==> src/esc_code_pkg.sv <==
// escape word format shared by the embedder and the extractor
// an escape word carries the marker in its top bits and the tlast / tkeep
// sideband of the following data word in its low bits
// import with a wildcard in the module header where the format is needed

`default_nettype none

package esc_code_pkg;

  // --------------------
  // marker
  // --------------------

  // width of the marker field at the top of a word
  localparam int esc_word_w = 32;

  // marker value, also the pattern that forces an escape on plain data
  localparam logic [esc_word_w-1:0] esc_word = 32'hDEADBEEF;

  // --------------------
  // field positions
  // --------------------

  // tlast sits in bit 0 of an escape word
  localparam int esc_last_bit = 0;

  // tkeep field starts right above tlast
  // its width is the keep width of the stream, so it is not fixed here
  localparam int esc_keep_lsb = 1;

  // bits between the tkeep field and the marker stay zero

  // --------------------
  // helpers
  // --------------------

  // compare the top bits of a word against the marker
  // the embedder uses it to decide on an escape for data that looks like a marker
  // the extractor uses it to spot escape words in idle state
  function automatic logic esc_hit(input logic [esc_word_w-1:0] top_bits);
    return top_bits == esc_word;
  endfunction

endpackage : esc_code_pkg

`default_nettype wire

==> src/stream_beat_pkg.sv <==
// default stream geometry and the beat word type
// the top level sets its parameters from these and hands beat_word_t
// to the FIFO as its payload type

`default_nettype none

package stream_beat_pkg;

  // --------------------
  // widths
  // --------------------

  // data width of the stream and of the storage path
  localparam int data_w_default = 64;

  // one keep bit per byte
  localparam int keep_w_default = data_w_default / 8;

  // --------------------
  // storage
  // --------------------

  // FIFO depth in words, escape words included
  localparam int fifo_depth_default = 16;

  // --------------------
  // payload
  // --------------------

  // one word of the folded stream, either data or an escape word
  // there is no sideband here, tlast and tkeep live inside escape words
  typedef logic [data_w_default-1:0] beat_word_t;

endpackage : stream_beat_pkg

`default_nettype wire

==> src/tlast_tkeep_embed.sv <==
// folds tlast and tkeep of an AXI-Stream into the data stream
// a beat with tlast high, or whose top bits match the marker, is sent as
// an escape word followed by the original data, all other beats pass as is
// tkeep is only kept on last beats and sent as zero otherwise

`default_nettype none

module tlast_tkeep_embed
  import esc_code_pkg::*;
  import stream_beat_pkg::*;
#(
  parameter int DATA_W = data_w_default,
  parameter int KEEP_W = keep_w_default
) (
  input  wire               clk,
  input  wire               rst,
  // input stream with sideband
  input  wire  [DATA_W-1:0] i_tdata,
  input  wire  [KEEP_W-1:0] i_tkeep,
  input  wire               i_tlast,
  input  wire               i_tvalid,
  output logic              o_tready,
  // folded word stream
  output logic [DATA_W-1:0] o_word,
  output logic              o_word_valid,
  input  wire               i_word_ready
);

  // --------------------
  // width check
  // --------------------

  // marker, tkeep and tlast all have to fit into one word
  if (DATA_W < esc_word_w + KEEP_W + 1) begin : g_width_check
    $error("DATA_W too small for marker, tkeep and tlast");
  end

  // --------------------
  // FSM
  // --------------------

  // idle: looking at a fresh beat
  // data: escape word went out, data word of the same beat is next
  typedef enum logic {
    st_idle,
    st_data
  } state_t;

  state_t state;
  state_t state_nxt;

  // high while the escape word is on the output
  logic sel_esc;
  // current beat has to be escaped
  logic need_esc;
  // escape word built from the current beat
  logic [DATA_W-1:0] esc_out;

  assign need_esc = i_tlast || esc_hit(i_tdata[DATA_W-1 -: esc_word_w]);

  always_comb begin
    state_nxt = state;
    sel_esc   = 1'b0;
    case (state)
      st_idle: begin
        if (i_tvalid && need_esc) begin
          sel_esc   = 1'b1;
          state_nxt = st_data;
        end
      end
      st_data: begin
        // beat is still held since input ready stayed low
        if (i_tvalid) begin
          state_nxt = st_idle;
        end
      end
      default: begin
        state_nxt = st_idle;
      end
    endcase
  end

  // only move on when the word on the output is taken
  always_ff @(posedge clk) begin
    if (rst) begin
      state <= st_idle;
    end else if (i_word_ready) begin
      state <= state_nxt;
    end
  end

  // --------------------
  // output mux
  // --------------------

  always_comb begin
    esc_out                          = '0;
    esc_out[DATA_W-1 -: esc_word_w]  = esc_word;
    // tkeep has no meaning without tlast
    esc_out[esc_keep_lsb +: KEEP_W]  = i_tlast ? i_tkeep : '0;
    esc_out[esc_last_bit]            = i_tlast;
  end

  assign o_word       = sel_esc ? esc_out : i_tdata;
  assign o_word_valid = i_tvalid;
  // the beat is consumed by its data word, never by the escape word
  assign o_tready     = sel_esc ? 1'b0 : i_word_ready;

endmodule : tlast_tkeep_embed

`default_nettype wire

==> src/beat_fifo.sv <==
// synchronous FIFO for one word type with valid / ready on both ports
// payload type and depth come from the parent
// a word written on one edge is readable right after it

`default_nettype none

module beat_fifo
  import stream_beat_pkg::*;
#(
  parameter type T_PAYLOAD = beat_word_t,
  parameter int  DEPTH     = fifo_depth_default
) (
  input  wire      clk,
  input  wire      rst,
  // write side
  input  wire      T_PAYLOAD i_wr_data,
  input  wire      i_wr_valid,
  output logic     o_wr_ready,
  // read side
  output T_PAYLOAD o_rd_data,
  output logic     o_rd_valid,
  input  wire      i_rd_ready
);

  localparam int PTR_W = (DEPTH > 1) ? $clog2(DEPTH) : 1;
  localparam int CNT_W = $clog2(DEPTH + 1);

  // --------------------
  // storage and pointers
  // --------------------

  T_PAYLOAD mem [DEPTH];

  logic [PTR_W-1:0] wr_ptr;
  logic [PTR_W-1:0] rd_ptr;
  // number of words held
  logic [CNT_W-1:0] count;

  logic full;
  logic do_wr;
  logic do_rd;

  // step a pointer around the ring, depth need not be a power of two
  function automatic logic [PTR_W-1:0] ptr_inc(input logic [PTR_W-1:0] ptr);
    return (ptr == PTR_W'(DEPTH - 1)) ? '0 : ptr + 1'b1;
  endfunction

  // --------------------
  // handshakes
  // --------------------

  assign full       = (count == CNT_W'(DEPTH));
  assign o_rd_valid = (count != '0);
  assign do_rd      = o_rd_valid && i_rd_ready;
  // when full a write still goes in if a word leaves in the same cycle
  assign o_wr_ready = !full || do_rd;
  assign do_wr      = i_wr_valid && o_wr_ready;

  assign o_rd_data  = mem[rd_ptr];

  always_ff @(posedge clk) begin
    if (do_wr) begin
      mem[wr_ptr] <= i_wr_data;
    end
  end

  always_ff @(posedge clk) begin
    if (rst) begin
      wr_ptr <= '0;
      rd_ptr <= '0;
      count  <= '0;
    end else begin
      if (do_wr) begin
        wr_ptr <= ptr_inc(wr_ptr);
      end
      if (do_rd) begin
        rd_ptr <= ptr_inc(rd_ptr);
      end
      case ({do_wr, do_rd})
        2'b10:   count <= count + 1'b1;
        2'b01:   count <= count - 1'b1;
        default: count <= count;
      endcase
    end
  end

endmodule : beat_fifo

`default_nettype wire

==> src/tlast_tkeep_extract.sv <==
// restores tlast and tkeep from a folded word stream
// an escape word is swallowed and its fields are kept in a register, the
// word after it leaves with those fields, all other words leave with
// tlast and tkeep at zero

`default_nettype none

module tlast_tkeep_extract
  import esc_code_pkg::*;
  import stream_beat_pkg::*;
#(
  parameter int DATA_W = data_w_default,
  parameter int KEEP_W = keep_w_default
) (
  input  wire               clk,
  input  wire               rst,
  // folded word stream
  input  wire  [DATA_W-1:0] i_word,
  input  wire               i_word_valid,
  output logic              o_word_ready,
  // output stream with sideband
  output logic [DATA_W-1:0] o_tdata,
  output logic [KEEP_W-1:0] o_tkeep,
  output logic              o_tlast,
  output logic              o_tvalid,
  input  wire               i_tready
);

  // --------------------
  // width check
  // --------------------

  // same rule as on the embedding side
  if (DATA_W < esc_word_w + KEEP_W + 1) begin : g_width_check
    $error("DATA_W too small for marker, tkeep and tlast");
  end

  // --------------------
  // FSM
  // --------------------

  // idle: next word may be an escape word
  // data: escape seen, next word is data no matter what it looks like
  typedef enum logic {
    st_idle,
    st_data
  } state_t;

  state_t state;
  state_t state_nxt;

  // top bits of the current word match the marker
  logic at_marker;
  // escape word is being consumed this cycle
  logic take_esc;

  // sideband from the last escape word
  logic              last_q;
  logic [KEEP_W-1:0] keep_q;

  assign at_marker = esc_hit(i_word[DATA_W-1 -: esc_word_w]);

  always_comb begin
    state_nxt = state;
    take_esc  = 1'b0;
    case (state)
      st_idle: begin
        // escape words never wait on the output side
        if (i_word_valid && at_marker) begin
          take_esc  = 1'b1;
          state_nxt = st_data;
        end
      end
      st_data: begin
        // leave once the tagged data word is out
        if (i_word_valid && i_tready) begin
          state_nxt = st_idle;
        end
      end
      default: begin
        state_nxt = st_idle;
      end
    endcase
  end

  always_ff @(posedge clk) begin
    if (rst) begin
      state <= st_idle;
    end else begin
      state <= state_nxt;
    end
  end

  // grab the fields while the escape word is accepted
  always_ff @(posedge clk) begin
    if (take_esc) begin
      last_q <= i_word[esc_last_bit];
      keep_q <= i_word[esc_keep_lsb +: KEEP_W];
    end
  end

  // --------------------
  // outputs
  // --------------------

  // words pass straight through, only valid and ready differ for escapes
  assign o_tdata      = i_word;
  assign o_tvalid     = take_esc ? 1'b0 : i_word_valid;
  assign o_word_ready = take_esc ? 1'b1 : i_tready;

  // stored fields apply to the one word after the escape
  assign o_tlast      = (state == st_data) ? last_q : 1'b0;
  assign o_tkeep      = (state == st_data) ? keep_q : '0;

endmodule : tlast_tkeep_extract

`default_nettype wire

==> src/embed_fifo_link.sv <==
// AXI-Stream link through a data-only FIFO
// embedder folds tlast / tkeep into the words, the FIFO stores the words,
// the extractor restores the sideband on the far side
// latency varies with escapes and back-pressure, o_tvalid marks output

`default_nettype none

module embed_fifo_link
  import stream_beat_pkg::*;
#(
  parameter int DATA_W = data_w_default,
  parameter int KEEP_W = keep_w_default,
  parameter int DEPTH  = fifo_depth_default
) (
  input  wire               clk,
  input  wire               rst,
  // input stream
  input  wire  [DATA_W-1:0] i_tdata,
  input  wire  [KEEP_W-1:0] i_tkeep,
  input  wire               i_tlast,
  input  wire               i_tvalid,
  output logic              o_tready,
  // output stream
  output logic [DATA_W-1:0] o_tdata,
  output logic [KEEP_W-1:0] o_tkeep,
  output logic              o_tlast,
  output logic              o_tvalid,
  input  wire               i_out_tready
);

  // FIFO payload type is fixed by the package, the data width must agree
  if (DATA_W != $bits(beat_word_t)) begin : g_width_check
    $error("DATA_W does not match the FIFO word width");
  end

  // --------------------
  // embedder to FIFO
  // --------------------

  logic [DATA_W-1:0] emb_word;
  logic              emb_word_valid;
  logic              fifo_wr_ready;

  // --------------------
  // FIFO to extractor
  // --------------------

  logic [DATA_W-1:0] fifo_rd_data;
  logic              fifo_rd_valid;
  logic              ext_word_ready;

  tlast_tkeep_embed #(
    .DATA_W (DATA_W),
    .KEEP_W (KEEP_W)
  ) u_embed (
    .clk          (clk),
    .rst          (rst),
    .i_tdata      (i_tdata),
    .i_tkeep      (i_tkeep),
    .i_tlast      (i_tlast),
    .i_tvalid     (i_tvalid),
    .o_tready     (o_tready),
    .o_word       (emb_word),
    .o_word_valid (emb_word_valid),
    .i_word_ready (fifo_wr_ready)
  );

  beat_fifo #(
    .T_PAYLOAD (beat_word_t),
    .DEPTH     (DEPTH)
  ) u_fifo (
    .clk        (clk),
    .rst        (rst),
    .i_wr_data  (emb_word),
    .i_wr_valid (emb_word_valid),
    .o_wr_ready (fifo_wr_ready),
    .o_rd_data  (fifo_rd_data),
    .o_rd_valid (fifo_rd_valid),
    .i_rd_ready (ext_word_ready)
  );

  tlast_tkeep_extract #(
    .DATA_W (DATA_W),
    .KEEP_W (KEEP_W)
  ) u_extract (
    .clk          (clk),
    .rst          (rst),
    .i_word       (fifo_rd_data),
    .i_word_valid (fifo_rd_valid),
    .o_word_ready (ext_word_ready),
    .o_tdata      (o_tdata),
    .o_tkeep      (o_tkeep),
    .o_tlast      (o_tlast),
    .o_tvalid     (o_tvalid),
    .i_tready     (i_out_tready)
  );

endmodule : embed_fifo_link

`default_nettype wire

==> config.mk <==
export PLATFORM = sky130hd
export DESIGN_NAME = embed_fifo_link
export DESIGN_NICKNAME = d
export VERILOG_FILES = /design/src/esc_code_pkg.sv /design/src/stream_beat_pkg.sv /design/src/tlast_tkeep_embed.sv /design/src/beat_fifo.sv /design/src/tlast_tkeep_extract.sv /design/src/embed_fifo_link.sv
export SDC_FILE = /design/constraint.sdc
export NUM_CORES = 1
export LEC_CHECK = 0
export ABC_AREA = 1
export BUFFER_PORTS_ARGS = -buffer_cell sky130_fd_sc_hd__buf_2
export CELL_PAD_IN_SITES_DETAIL_PLACEMENT = 0
export CELL_PAD_IN_SITES_GLOBAL_PLACEMENT = 1
export CORE_AREA = 2 2 299 301
export DETAILED_ROUTE_END_ITERATION = 12
export DIE_AREA = 0 0 301 303
export PLACE_DENSITY = 0.84
export SYNTH_ARGS = -nofsm -noshare
export SYNTH_HDL_FRONTEND = slang
export SYNTH_HIERARCHICAL = 1
export SYNTH_SLANG_ARGS = --single-unit
export TNS_END_PERCENT = 50
==> constraint.sdc <==
create_clock -name clk -period 9.04 [get_ports clk]
set_clock_uncertainty 0.1 [all_clocks]
set_input_delay 2.26 -clock clk [delete_from_list [all_inputs] [get_ports clk]]
set_output_delay 2.26 -clock clk [all_outputs]
set_load 0.01 [all_outputs]
* Word-level counts from Yosys, hierarchy flattened
Memories as Yosys holds them, arrays and structs flattened. A register that Yosys moved wholly into a read port is not among the register bits.
Index checks and enable logic that the tools add are counted.
Widths: inputs -> output; s select.
** Cells by class
- Bitwise logic cells :: 2
- Mux-type cells :: 22
- $add $sub $neg :: 4
- Equality and inequality tests :: 7
- Reduce and logical (&&, ||, !) cells :: 10
** Operators with widths (number)
- $eq 32x32->1 const B :: 2
- $mux 64 :: 1
- $mux 4 :: 4
- $mux 8 :: 2
- $mux 1 :: 12
- $pmux 5 s2 :: 1
- $add 4x1->4 const B :: 2
- $eq 4x4->1 const B :: 2
- $add 5x1->5 const B :: 1
- $eq 5x5->1 const B :: 1
- $logic_and 1x1->1 :: 5
- $reduce_bool 5->1 :: 1
- $sub 5x1->5 const B :: 1
- $pmux 1 s2 :: 2
- $eq 2x1->1 const B :: 1
- $eq 2x2->1 const B :: 1
- $logic_or 1x1->1 :: 2
- $not 1->1 :: 2
- $reduce_bool 2->1 :: 1
- $logic_not 1->1 :: 1
** Storage, ports and cells
- Bits of input ports :: 77
- Word-level logic and storage cells :: 53
- Memories :: 1
- Output and inout bits :: 75
- Memory bits (writable) :: 1024
- Flip-flop bits (word level) :: 24
** Memories
- u_fifo.mem :: depth 16, width 64, rd ports 1, clocked after Yosys merged registers in 1, wr ports 1, RTL line beat_fifo.sv:32 : T_PAYLOAD mem [DEPTH];

* Longest topological paths before layout
Gate-level depths: netlist of the first run.
- Depth after elaboration :: 10
- Gate-level depth with buffers :: 27
- Gate-level depth less buffers :: 23

* By module
Netlist of the first run, hierarchy kept.
** By module, submodules not included
- beat_fifo :: cells an instance 3354, area an instance 42624.6 sq um, times used 1, sequential area each 31089.8 sq um
- tlast_tkeep_extract :: cells an instance 146, area an instance 1103.6 sq um, times used 1, sequential area each 290.3 sq um
- tlast_tkeep_embed :: cells an instance 164, area an instance 750.7 sq um, times used 1, sequential area each 20.0 sq um

* Worst setup path after synthesis of the first run
No wires, ideal clock.
- Kind :: input to register
- Start :: input i_out_tready
- End :: memory u_fifo/mem[12][0] (netlist name), enable pin
- Data required time :: 8.375 ns
- Path buffers :: 1
- Stages :: 7
- Arrival :: 7.178 ns
- Setup time :: 0.565 ns
- Path slack :: 1.197 ns
- Path through :: inv_1 nand2_1 nor2_1 nand3_1 nand2_1 clkbuf_1 nor3_1
** On the way
- Cells in the longest elaborated chain, start to end :: 6
** RTL lines
- from (decl) :: RTL line embed_fifo_link.sv:28 : input wire i_out_tready
- $mux 1 :: RTL line tlast_tkeep_extract.sv:109 : assign o_word_ready = take_esc ? 1'b1 : i_tready;
- via ext_word_ready :: RTL line embed_fifo_link.sv:50 : logic ext_word_ready;
- $logic_and 1x1->1 :: RTL line beat_fifo.sv:54 : assign do_rd = o_rd_valid && i_rd_ready;
- $logic_or 1x1->1 :: RTL line beat_fifo.sv:56 : assign o_wr_ready = !full || do_rd;
- via fifo_wr_ready :: RTL line embed_fifo_link.sv:42 : logic fifo_wr_ready;
- $logic_and 1x1->1 :: RTL line beat_fifo.sv:57 : assign do_wr = i_wr_valid && o_wr_ready;
- $mux 1 :: RTL line beat_fifo.sv:62 : if (do_wr) begin
- $mux 1 (implied by the code) :: RTL line beat_fifo.sv:63 : mem[wr_ptr] <= i_wr_data;
- to (decl) :: RTL line beat_fifo.sv:32
The timed path passes the listed nets, and every way through them passes these cells.

==> results of run 1 <==
## logic make-up after synthesis
kind of cell | synth area share [%]
fa+ha+maj | 0.2701
simple gates | 9.401
buf+inv | 9.334
compound gates | 10.32
xor+xnor | 0.07878
flops | 70.60
## where the power goes
group	total, uW	leakage (uW)	internal [uW]	switching, uW
Clock	4310	0.00167	2530	1780
Combinational	2080	0.00655	659	1420
Sequential	5600	0.00950	5500	91.5
## metal layers
metal / wire, um / part of all wire [%]
met5: 0 / 0
met4: 2192 / 2.2
met3: 6860 / 6.8
met2: 48400 / 48
met1: 43250 / 43
## cell usage after synthesis (all sizes together)
master,instances
nor2,75
or2,24
nor3b,2
xnor2,1
nor4b,1
o21ai,267
dfxtp,19
nand3b,5
nor3,17
nand2,408
ha,8
o211ai,256
inv,588
edfxtp,1033
fa,1
nand3,400
a21oi,264
xor2,3
nand4,6
buf,214
clkbuf,72
## critical path, cell delays in order (launching register included)
cell	delay (ns)
sky130_fd_sc_hd__dfxtp_4	1.06
sky130_fd_sc_hd__buf_12	0.48
sky130_fd_sc_hd__a21oi_1	0.15
sky130_fd_sc_hd__o21ai_1	0.12
sky130_fd_sc_hd__nand3_1	0.09
sky130_fd_sc_hd__nand3_1	0.14
sky130_fd_sc_hd__nand2_1	0.15
sky130_fd_sc_hd__nor2_1	0.12
sky130_fd_sc_hd__nand3_1	0.08
sky130_fd_sc_hd__nor2_1	0.32
sky130_fd_sc_hd__nand3_2	0.20
sky130_fd_sc_hd__nand2_1	0.12
sky130_fd_sc_hd__nor2_1	0.05
sky130_fd_sc_hd__nand3_1	0.12
sky130_fd_sc_hd__inv_1	0.10
sky130_fd_sc_hd__nor2_1	0.12
sky130_fd_sc_hd__buf_2	0.15
## sequential cells by signal, summed over array words and instances (netlist names), named ones only
signal,flops
u_extract/last_q,1
u_fifo/wr_ptr,4
u_extract/keep_q,8
u_fifo/count,5
u_embed/state,1
u_fifo/mem,1024
u_extract/state,1
u_fifo/rd_ptr,4
## metrics by stage
stage	setup WS (ns)	instance area, sq um	utilization [%]	std cells
finish	2.195	48740	55.40	4941
floorplan	1.197	44480	-	3664
CTS	2.216	48720	55.39	4936
detailed placement	2.342	45300	51.50	4745
global route	1.889	48720	55.39	4936
global placement	2.361	45300	51.50	4745
## cell type report
class	count	area share, %
multi-input combinational	1738	18.49
tap	1165	2.991
sequential	1052	64.46
timing repair buffer	202	2.465
clock buffer	122	5.522
inverter	588	4.549
antenna	5	0.02567
clock inverter	69	1.499
## worst paths after layout
kind / to / slack, ns / cells after the start
setup / recovery: o_tready / 2.20 / 16
hold / removal: u_embed/state$_SDFFE_PP0P_ / 0.38 / 2
setup reg to reg: u_fifo/mem[1][33]$_DFFE_PP_ / 2.81 / 17
hold reg to reg: u_embed/state$_SDFFE_PP0P_ / 0.38 / 2
==> run_summary.xml, run 1 <==
<?xml version="1.0" encoding="UTF-8"?>
<metrics>
  <group name="run">
    <metric name="cap_violations" unit="">0</metric>
  </group>
  <group name="layout">
    <metric name="multi_input_area" unit="sq um">9010</metric>
    <metric name="final_cell_mix" unit="">sky130_fd_sc_hd__edfxtp_1, sky130_fd_sc_hd__inv_1, sky130_fd_sc_hd__nand2_1, sky130_fd_sc_hd__nand3_1, sky130_fd_sc_hd__a21oi_1</metric>
    <metric name="layout_commonest_cell" unit="">sky130_fd_sc_hd__edfxtp_1</metric>
    <metric name="num-nets-final" unit="">3771</metric>
    <metric name="fillerInstances" unit="">7038</metric>
    <metric name="ratio_of_cells_with_drive_above_1_in_the_final_layout" unit="%">10.55</metric>
    <metric name="seqCellArea" unit="sq um">31420</metric>
    <metric name="syn2layout_area_growth" unit="%">9.570</metric>
  </group>
  <group name="outcome">
    <metric name="run_status" unit="">finished, final reports clean</metric>
  </group>
  <group name="floorplan">
    <metric name="floorplan.core_area" unit="sq um">87970</metric>
    <metric name="die_height" unit="um">303</metric>
    <metric name="dieWidth" unit="um">301</metric>
    <metric name="floorplan.die_area" unit="sq um">91200</metric>
    <metric name="floorplan.rows" unit="">109</metric>
    <metric name="floorplan.initialDensity" unit="%">50.56</metric>
    <metric name="boundaryPins" unit="">152</metric>
  </group>
  <group name="cts">
    <metric name="cts_sinks" unit="">1052</metric>
    <metric name="cts_resized" unit="">0</metric>
    <metric name="tritoncts" unit="">yes</metric>
    <metric name="insertion_delay" unit="ns">0.67</metric>
    <metric name="cts.htree.levels" unit="">3</metric>
    <metric name="cts.hold.buffers_added" unit="">0</metric>
    <metric name="post-cts-setup-buffer-count" unit="">0</metric>
    <metric name="cts_root_buf" unit="">sky130_fd_sc_hd__clkbuf_16</metric>
    <metric name="clkSlewWorstSetupHoldPaths" unit="ns">0.06</metric>
    <metric name="clock_path_buffers" unit="">3</metric>
    <metric name="tritoncts.num_buffers" unit="">103</metric>
  </group>
  <group name="placed_design">
    <metric name="port_buffers" unit="">151</metric>
    <metric name="dp.final_hpwl" unit="um">50700</metric>
    <metric name="finalWeightedCongestion" unit="">0.7693</metric>
  </group>
  <group name="sta">
    <metric name="max_slew.worst_pin.slew" unit="ns">1.161</metric>
    <metric name="setup_tns" unit="ns">0</metric>
    <metric name="finalHoldViolCount" unit="">0</metric>
    <metric name="max_clock_freq" unit="MHz">146.1</metric>
    <metric name="grt_setup_unrepaired" unit="">false</metric>
    <metric name="final.period_utilization" unit="%">75.71</metric>
    <metric name="timing.final.crit_period" unit="ns">6.845</metric>
    <metric name="final-max-slew-violation-count" unit="">0</metric>
    <metric name="finalSetupViolations" unit="">0</metric>
    <metric name="normalized_max_slew_margin" unit="%">22.63</metric>
    <metric name="worst_hold_slack" unit="ns">0.3828</metric>
  </group>
  <group name="hold_path">
    <metric name="holdCritPathClass" unit="">flip-flop to flip-flop</metric>
    <metric name="holdCritStartpoint" unit="">u_embed/state$_SDFFE_PP0P_</metric>
  </group>
  <group name="synth">
    <metric name="synthesis.area" unit="sq um">44480</metric>
    <metric name="netlist_top_cells_area" unit="">sky130_fd_sc_hd__edfxtp_1, sky130_fd_sc_hd__inv_1, sky130_fd_sc_hd__nand3_1</metric>
    <metric name="synth_top_cell_by_area" unit="">sky130_fd_sc_hd__edfxtp_1</metric>
    <metric name="mappedNetlistNets" unit="">3750</metric>
    <metric name="ys_seq_elements" unit="">1052</metric>
    <metric name="synthDominantCellAreaShare" unit="%">69.74</metric>
    <metric name="synth.yosys.seq_area_share" unit="%">70.60</metric>
    <metric name="ys_warn_count" unit="">6</metric>
    <metric name="postSynthCellCount" unit="">3664</metric>
    <metric name="number_of_library_cell_types_mapped_by_synthesis" unit="">37</metric>
    <metric name="post_synth.cell_area_avg" unit="sq um">12.14</metric>
  </group>
  <group name="setup_path">
    <metric name="worst_setup_path_end_kind" unit="">primary output</metric>
    <metric name="crit_required" unit="ns">6.68</metric>
    <metric name="worstPathMaxFanout" unit="">157</metric>
    <metric name="crit_path_start_kind" unit="">flip-flop</metric>
    <metric name="timing.critical_path.arrival" unit="ns">4.48</metric>
    <metric name="criticalPathCategory" unit="">flip-flop to primary output</metric>
  </group>
  <group name="global_route">
    <metric name="grt_start_max_net_pins" unit="">200</metric>
    <metric name="busiest_metal_layer_after_global_routing" unit="">met2</metric>
    <metric name="global_route.usage.met3" unit="%">3.022</metric>
    <metric name="grt.total_usage" unit="%">21.96</metric>
    <metric name="grt_overflow_total" unit="">0</metric>
    <metric name="gr-usage-met1" unit="%">30.67</metric>
    <metric name="first_global_vias" unit="">25050</metric>
    <metric name="groute.layer.met2.usage" unit="%">36.29</metric>
    <metric name="grt_first_pass_wirelength" unit="um">151000</metric>
    <metric name="initial_antenna_violation_count" unit="">2</metric>
  </group>
  <group name="pwr">
    <metric name="report.power.total" unit="uW">11980</metric>
    <metric name="peakVddDrop" unit="mV">0.1938</metric>
    <metric name="p_per_area" unit="nW/um^2">245.9</metric>
    <metric name="leakagePower" unit="uW">0.01772</metric>
  </group>
  <group name="drt">
    <metric name="final_antenna_net_count" unit="">0</metric>
    <metric name="drc_errors" unit="">0</metric>
    <metric name="route.final.wire_length" unit="um">100700</metric>
    <metric name="num_vias" unit="">27040</metric>
    <metric name="via_per_inst" unit="">5.473</metric>
    <metric name="drt_iter0_drc" unit="">2737</metric>
    <metric name="routedWlPerCell" unit="um">20.38</metric>
    <metric name="drt_pre_antenna_iters" unit="">6</metric>
  </group>
</metrics>
No activity file was read; power rests on OpenSTA's default activity.
==> inputs of run 2 (changes only) <==
Settings changed: CORE_AREA 2 2 299 301 to 2 2 314 316, DIE_AREA 0 0 301 303 to 0 0 316 318, PLACE_DENSITY 0.84 to 0.81.
Clock period 9.04 ns to 6.2 ns, I/O delays scaled along.
==> run 2 against run 1 <==
- first-iteration DRC count fell by 4.5%
- non-clock buffer count rose by 16
- wire length grew 5.8%
- hold slack gained 0.0057 ns
- sequential power increased by 45%
==> run_summary.xml, run 2 (same netlist as run 1, synthesis figures left out) <==
<?xml version="1.0" encoding="UTF-8"?>
<metrics>
  <group name="cts">
    <metric name="cts_root_buf" unit="">sky130_fd_sc_hd__clkbuf_16</metric>
    <metric name="cts.htree.levels" unit="">3</metric>
    <metric name="tritoncts" unit="">yes</metric>
    <metric name="cts_resized" unit="">0</metric>
    <metric name="cts.hold.buffers_added" unit="">0</metric>
    <metric name="cts_sinks" unit="">1052</metric>
    <metric name="tritoncts.num_buffers" unit="">103</metric>
    <metric name="clkSlewWorstSetupHoldPaths" unit="ns">0.06</metric>
    <metric name="clock_path_buffers" unit="">3</metric>
    <metric name="insertion_delay" unit="ns">0.67</metric>
    <metric name="post-cts-setup-buffer-count" unit="">0</metric>
  </group>
  <group name="setup_path">
    <metric name="endpoint_of_the_most_critical_register_to_register_path" unit="">u_fifo/mem[5][28]$_DFFE_PP_</metric>
    <metric name="critical_path.slowest_cell" unit="">sky130_fd_sc_hd__dfxtp_4</metric>
    <metric name="timing.critical_path.arrival" unit="ns">4.25</metric>
    <metric name="cpPeakStageDelay" unit="ns">0.86</metric>
    <metric name="worst_setup_path_end_kind" unit="">primary output</metric>
    <metric name="critical_path_buf_inv_count" unit="">4</metric>
    <metric name="crit_path_start_kind" unit="">flip-flop</metric>
    <metric name="worstPathMaxFanout" unit="">69</metric>
    <metric name="critPathTopFamily" unit="">simple AND/OR/NAND/NOR gates</metric>
    <metric name="r2r_slack" unit="ns">1.20</metric>
    <metric name="r2r_cells" unit="">18</metric>
    <metric name="crit_required" unit="ns">4.55</metric>
    <metric name="cell_by_cell_trace_of_the_critical_path" unit="">buf_12 -&gt; buf_4 -&gt; nand2_1 -&gt; o211ai_1 -&gt; nand3_1 -&gt; nand3_1 -&gt; nand2_1 -&gt; nor2_1 -&gt; nand3_1 -&gt; nor2_1 -&gt; nand3_2 -&gt; nand2_1 -&gt; nor2_1 -&gt; nand3_1 -&gt; inv_1 -&gt; nor2_1 -&gt; buf_2</metric>
    <metric name="criticalPathCategory" unit="">flip-flop to primary output</metric>
  </group>
  <group name="layout">
    <metric name="ratio_of_cells_with_drive_above_1_in_the_final_layout" unit="%">11.22</metric>
    <metric name="final_core_util" unit="%">50.73</metric>
    <metric name="max_reg_flops" unit="">1024</metric>
    <metric name="num-nets-final" unit="">3787</metric>
    <metric name="biggestRegsByFlops" unit="">u_fifo/mem x1024, u_extract/keep_q x8, u_fifo/count x5</metric>
    <metric name="final_cell_mix" unit="">sky130_fd_sc_hd__edfxtp_1, sky130_fd_sc_hd__inv_1, sky130_fd_sc_hd__nand2_1, sky130_fd_sc_hd__nand3_1, sky130_fd_sc_hd__a21oi_1</metric>
    <metric name="syn2layout_area_growth" unit="%">11.11</metric>
    <metric name="top_register" unit="">u_fifo/mem</metric>
    <metric name="seqCellArea" unit="sq um">31420</metric>
    <metric name="multi_input_area" unit="sq um">9010</metric>
    <metric name="antennaDiodeCount" unit="">0</metric>
    <metric name="layout_commonest_cell" unit="">sky130_fd_sc_hd__edfxtp_1</metric>
    <metric name="final_design_area_no_fill" unit="sq um">49420</metric>
    <metric name="fillerInstances" unit="">8196</metric>
  </group>
  <group name="drt">
    <metric name="drt_pre_antenna_iters" unit="">5</metric>
    <metric name="routedWlPerCell" unit="um">21.00</metric>
    <metric name="via_per_inst" unit="">5.381</metric>
    <metric name="drc_errors" unit="">0</metric>
    <metric name="num_vias" unit="">27320</metric>
    <metric name="final_antenna_net_count" unit="">0</metric>
    <metric name="drt_iter0_drc" unit="">2614</metric>
    <metric name="route.final.wire_length" unit="um">106600</metric>
  </group>
  <group name="placed_design">
    <metric name="finalWeightedCongestion" unit="">0.7866</metric>
    <metric name="port_buffers" unit="">151</metric>
    <metric name="dp.final_hpwl" unit="um">52640</metric>
    <metric name="dpl_cell_area" unit="sq um">45850</metric>
  </group>
  <group name="floorplan">
    <metric name="floorplan.rows" unit="">115</metric>
    <metric name="floorplan.initialDensity" unit="%">45.66</metric>
    <metric name="die_height" unit="um">318</metric>
    <metric name="floorplan.core_area" unit="sq um">97410</metric>
    <metric name="boundaryPins" unit="">152</metric>
    <metric name="dieWidth" unit="um">316</metric>
    <metric name="floorplan.die_area" unit="sq um">100500</metric>
  </group>
  <group name="sta">
    <metric name="normalized_max_slew_margin" unit="%">21.46</metric>
    <metric name="timing.final.crit_period" unit="ns">5.898</metric>
    <metric name="finalSetupViolations" unit="">0</metric>
    <metric name="final-max-slew-violation-count" unit="">0</metric>
    <metric name="final.period_utilization" unit="%">95.13</metric>
    <metric name="grt_setup_unrepaired" unit="">false</metric>
    <metric name="max_clock_freq" unit="MHz">169.6</metric>
    <metric name="max_slew.worst_pin.slew" unit="ns">1.178</metric>
    <metric name="finalHoldViolCount" unit="">0</metric>
  </group>
  <group name="pwr">
    <metric name="p_per_area" unit="nW/um^2">361.5</metric>
    <metric name="peakVddDrop" unit="mV">0.2407</metric>
    <metric name="power.clock.fraction" unit="%">36.7</metric>
    <metric name="seq_power_share" unit="%">45.6</metric>
    <metric name="combPwrFrac" unit="%">17.7</metric>
    <metric name="switching_share" unit="%">27.50</metric>
    <metric name="leakagePower" unit="uW">0.01794</metric>
    <metric name="cellInternalPower" unit="uW">12950</metric>
    <metric name="p_switching" unit="uW">4913</metric>
  </group>
  <group name="hold_path">
    <metric name="hold_path_depth" unit="">2</metric>
    <metric name="holdCritStartpoint" unit="">u_embed/state$_SDFFE_PP0P_</metric>
    <metric name="holdCritPathClass" unit="">flip-flop to flip-flop</metric>
    <metric name="worst_hold_path.endpoint" unit="">u_embed/state$_SDFFE_PP0P_</metric>
  </group>
  <group name="global_route">
    <metric name="grt.total_usage" unit="%">20.94</metric>
    <metric name="grt_overflow_total" unit="">0</metric>
    <metric name="grt_start_max_net_pins" unit="">199</metric>
    <metric name="initial_antenna_violation_count" unit="">2</metric>
    <metric name="grt_first_pass_wirelength" unit="um">158200</metric>
    <metric name="first_global_vias" unit="">25710</metric>
  </group>
  <group name="outcome">
    <metric name="run_status" unit="">finished, final reports clean</metric>
  </group>
  <group name="run">
    <metric name="cap_violations" unit="">0</metric>
  </group>
</metrics>
run 2: cell count changes in the layout (fill, tap and decap cells not counted), sizes merged:
cell,change
buf,+16
bufinv,+4
clkbuf,-2
clkinv,-5
clkinvlp,+2
diode,-5
inv,+3
run 2: through the flow:
| step | hold WS, ns | instances | worst slack [ns] | power (uW) | setup TNS, ns |
|---|---|---|---|---|---|
| after global routing | 0.4101 | 5076 | 0.04698 | 18620 | 0 |
| after CTS | 0.3905 | 5076 | 0.3371 | 17990 | 0 |
| final | 0.3885 | 5076 | 0.3022 | 17860 | 0 |
| after global placement | 0.3644 | 4883 | 1.139 | 11410 | 0 |
| after detailed placement | 0.3775 | 4883 | 1.076 | 11460 | 0 |
| after floorplan | 0.3480 | 3664 | -1.140 | 10910 | -1081.62 |
run 2: final cells by class:
class                   instances  share of cell area (%)
clock buffers                 120                   5.494
multi-input cells            1738                   18.23
inverters                     588                   4.486
repair buffers                218                   3.231
clock inverters                73                   1.729
well taps                    1287                   3.258
flip-flops and latches       1052                   63.57
run 2: per-layer routing:
layer  GRT usage, %  wire, um
met1          28.82     44930
met2          34.15     51140
met3          3.496      7758
met4          6.298      2736
met5              0        26
run 2: how the worst max path moves through the flow:
stage                                        to  slack (ns)  cells after the start
finish                                 o_tready        0.30                     17
global route                           o_tready        0.05                     17
CTS                                    o_tready        0.34                     17
detailed placement                     o_tready        1.08                     17
global placement                       o_tready        1.14                     15
floorplan           u_fifo/mem[12][0]$_DFFE_PP_       -1.14                     21
run 2: power groups by stage:
stage	Combinational, uW	Clock (uW)	Sequential, uW
floorplan	2690	0	8220
global placement	3130	0	8290
detailed placement	3160	0	8290
CTS	3180	6670	8140
global route	3530	6930	8160
finish	3160	6560	8140
run 2: worst reg2reg max path, stage by stage, from the launching register on:
cell                       delay (ns)
sky130_fd_sc_hd__dfxtp_4         0.86
sky130_fd_sc_hd__buf_12          0.32
sky130_fd_sc_hd__buf_4           0.31
sky130_fd_sc_hd__nand2_1         0.10
sky130_fd_sc_hd__o211ai_1        0.10
sky130_fd_sc_hd__nand3_1         0.11
sky130_fd_sc_hd__nand3_1         0.14
sky130_fd_sc_hd__nand2_1         0.11
sky130_fd_sc_hd__nor2_1          0.12
sky130_fd_sc_hd__nand3_1         0.09
sky130_fd_sc_hd__nor2_1          0.31
sky130_fd_sc_hd__nand3_2         0.18
sky130_fd_sc_hd__nand2_1         0.11
sky130_fd_sc_hd__nor2_1          0.05
sky130_fd_sc_hd__nand3_1         0.14
sky130_fd_sc_hd__nand2_1         0.26
sky130_fd_sc_hd__buf_4           0.30
sky130_fd_sc_hd__nor3_2          0.26
sky130_fd_sc_hd__buf_4           0.61
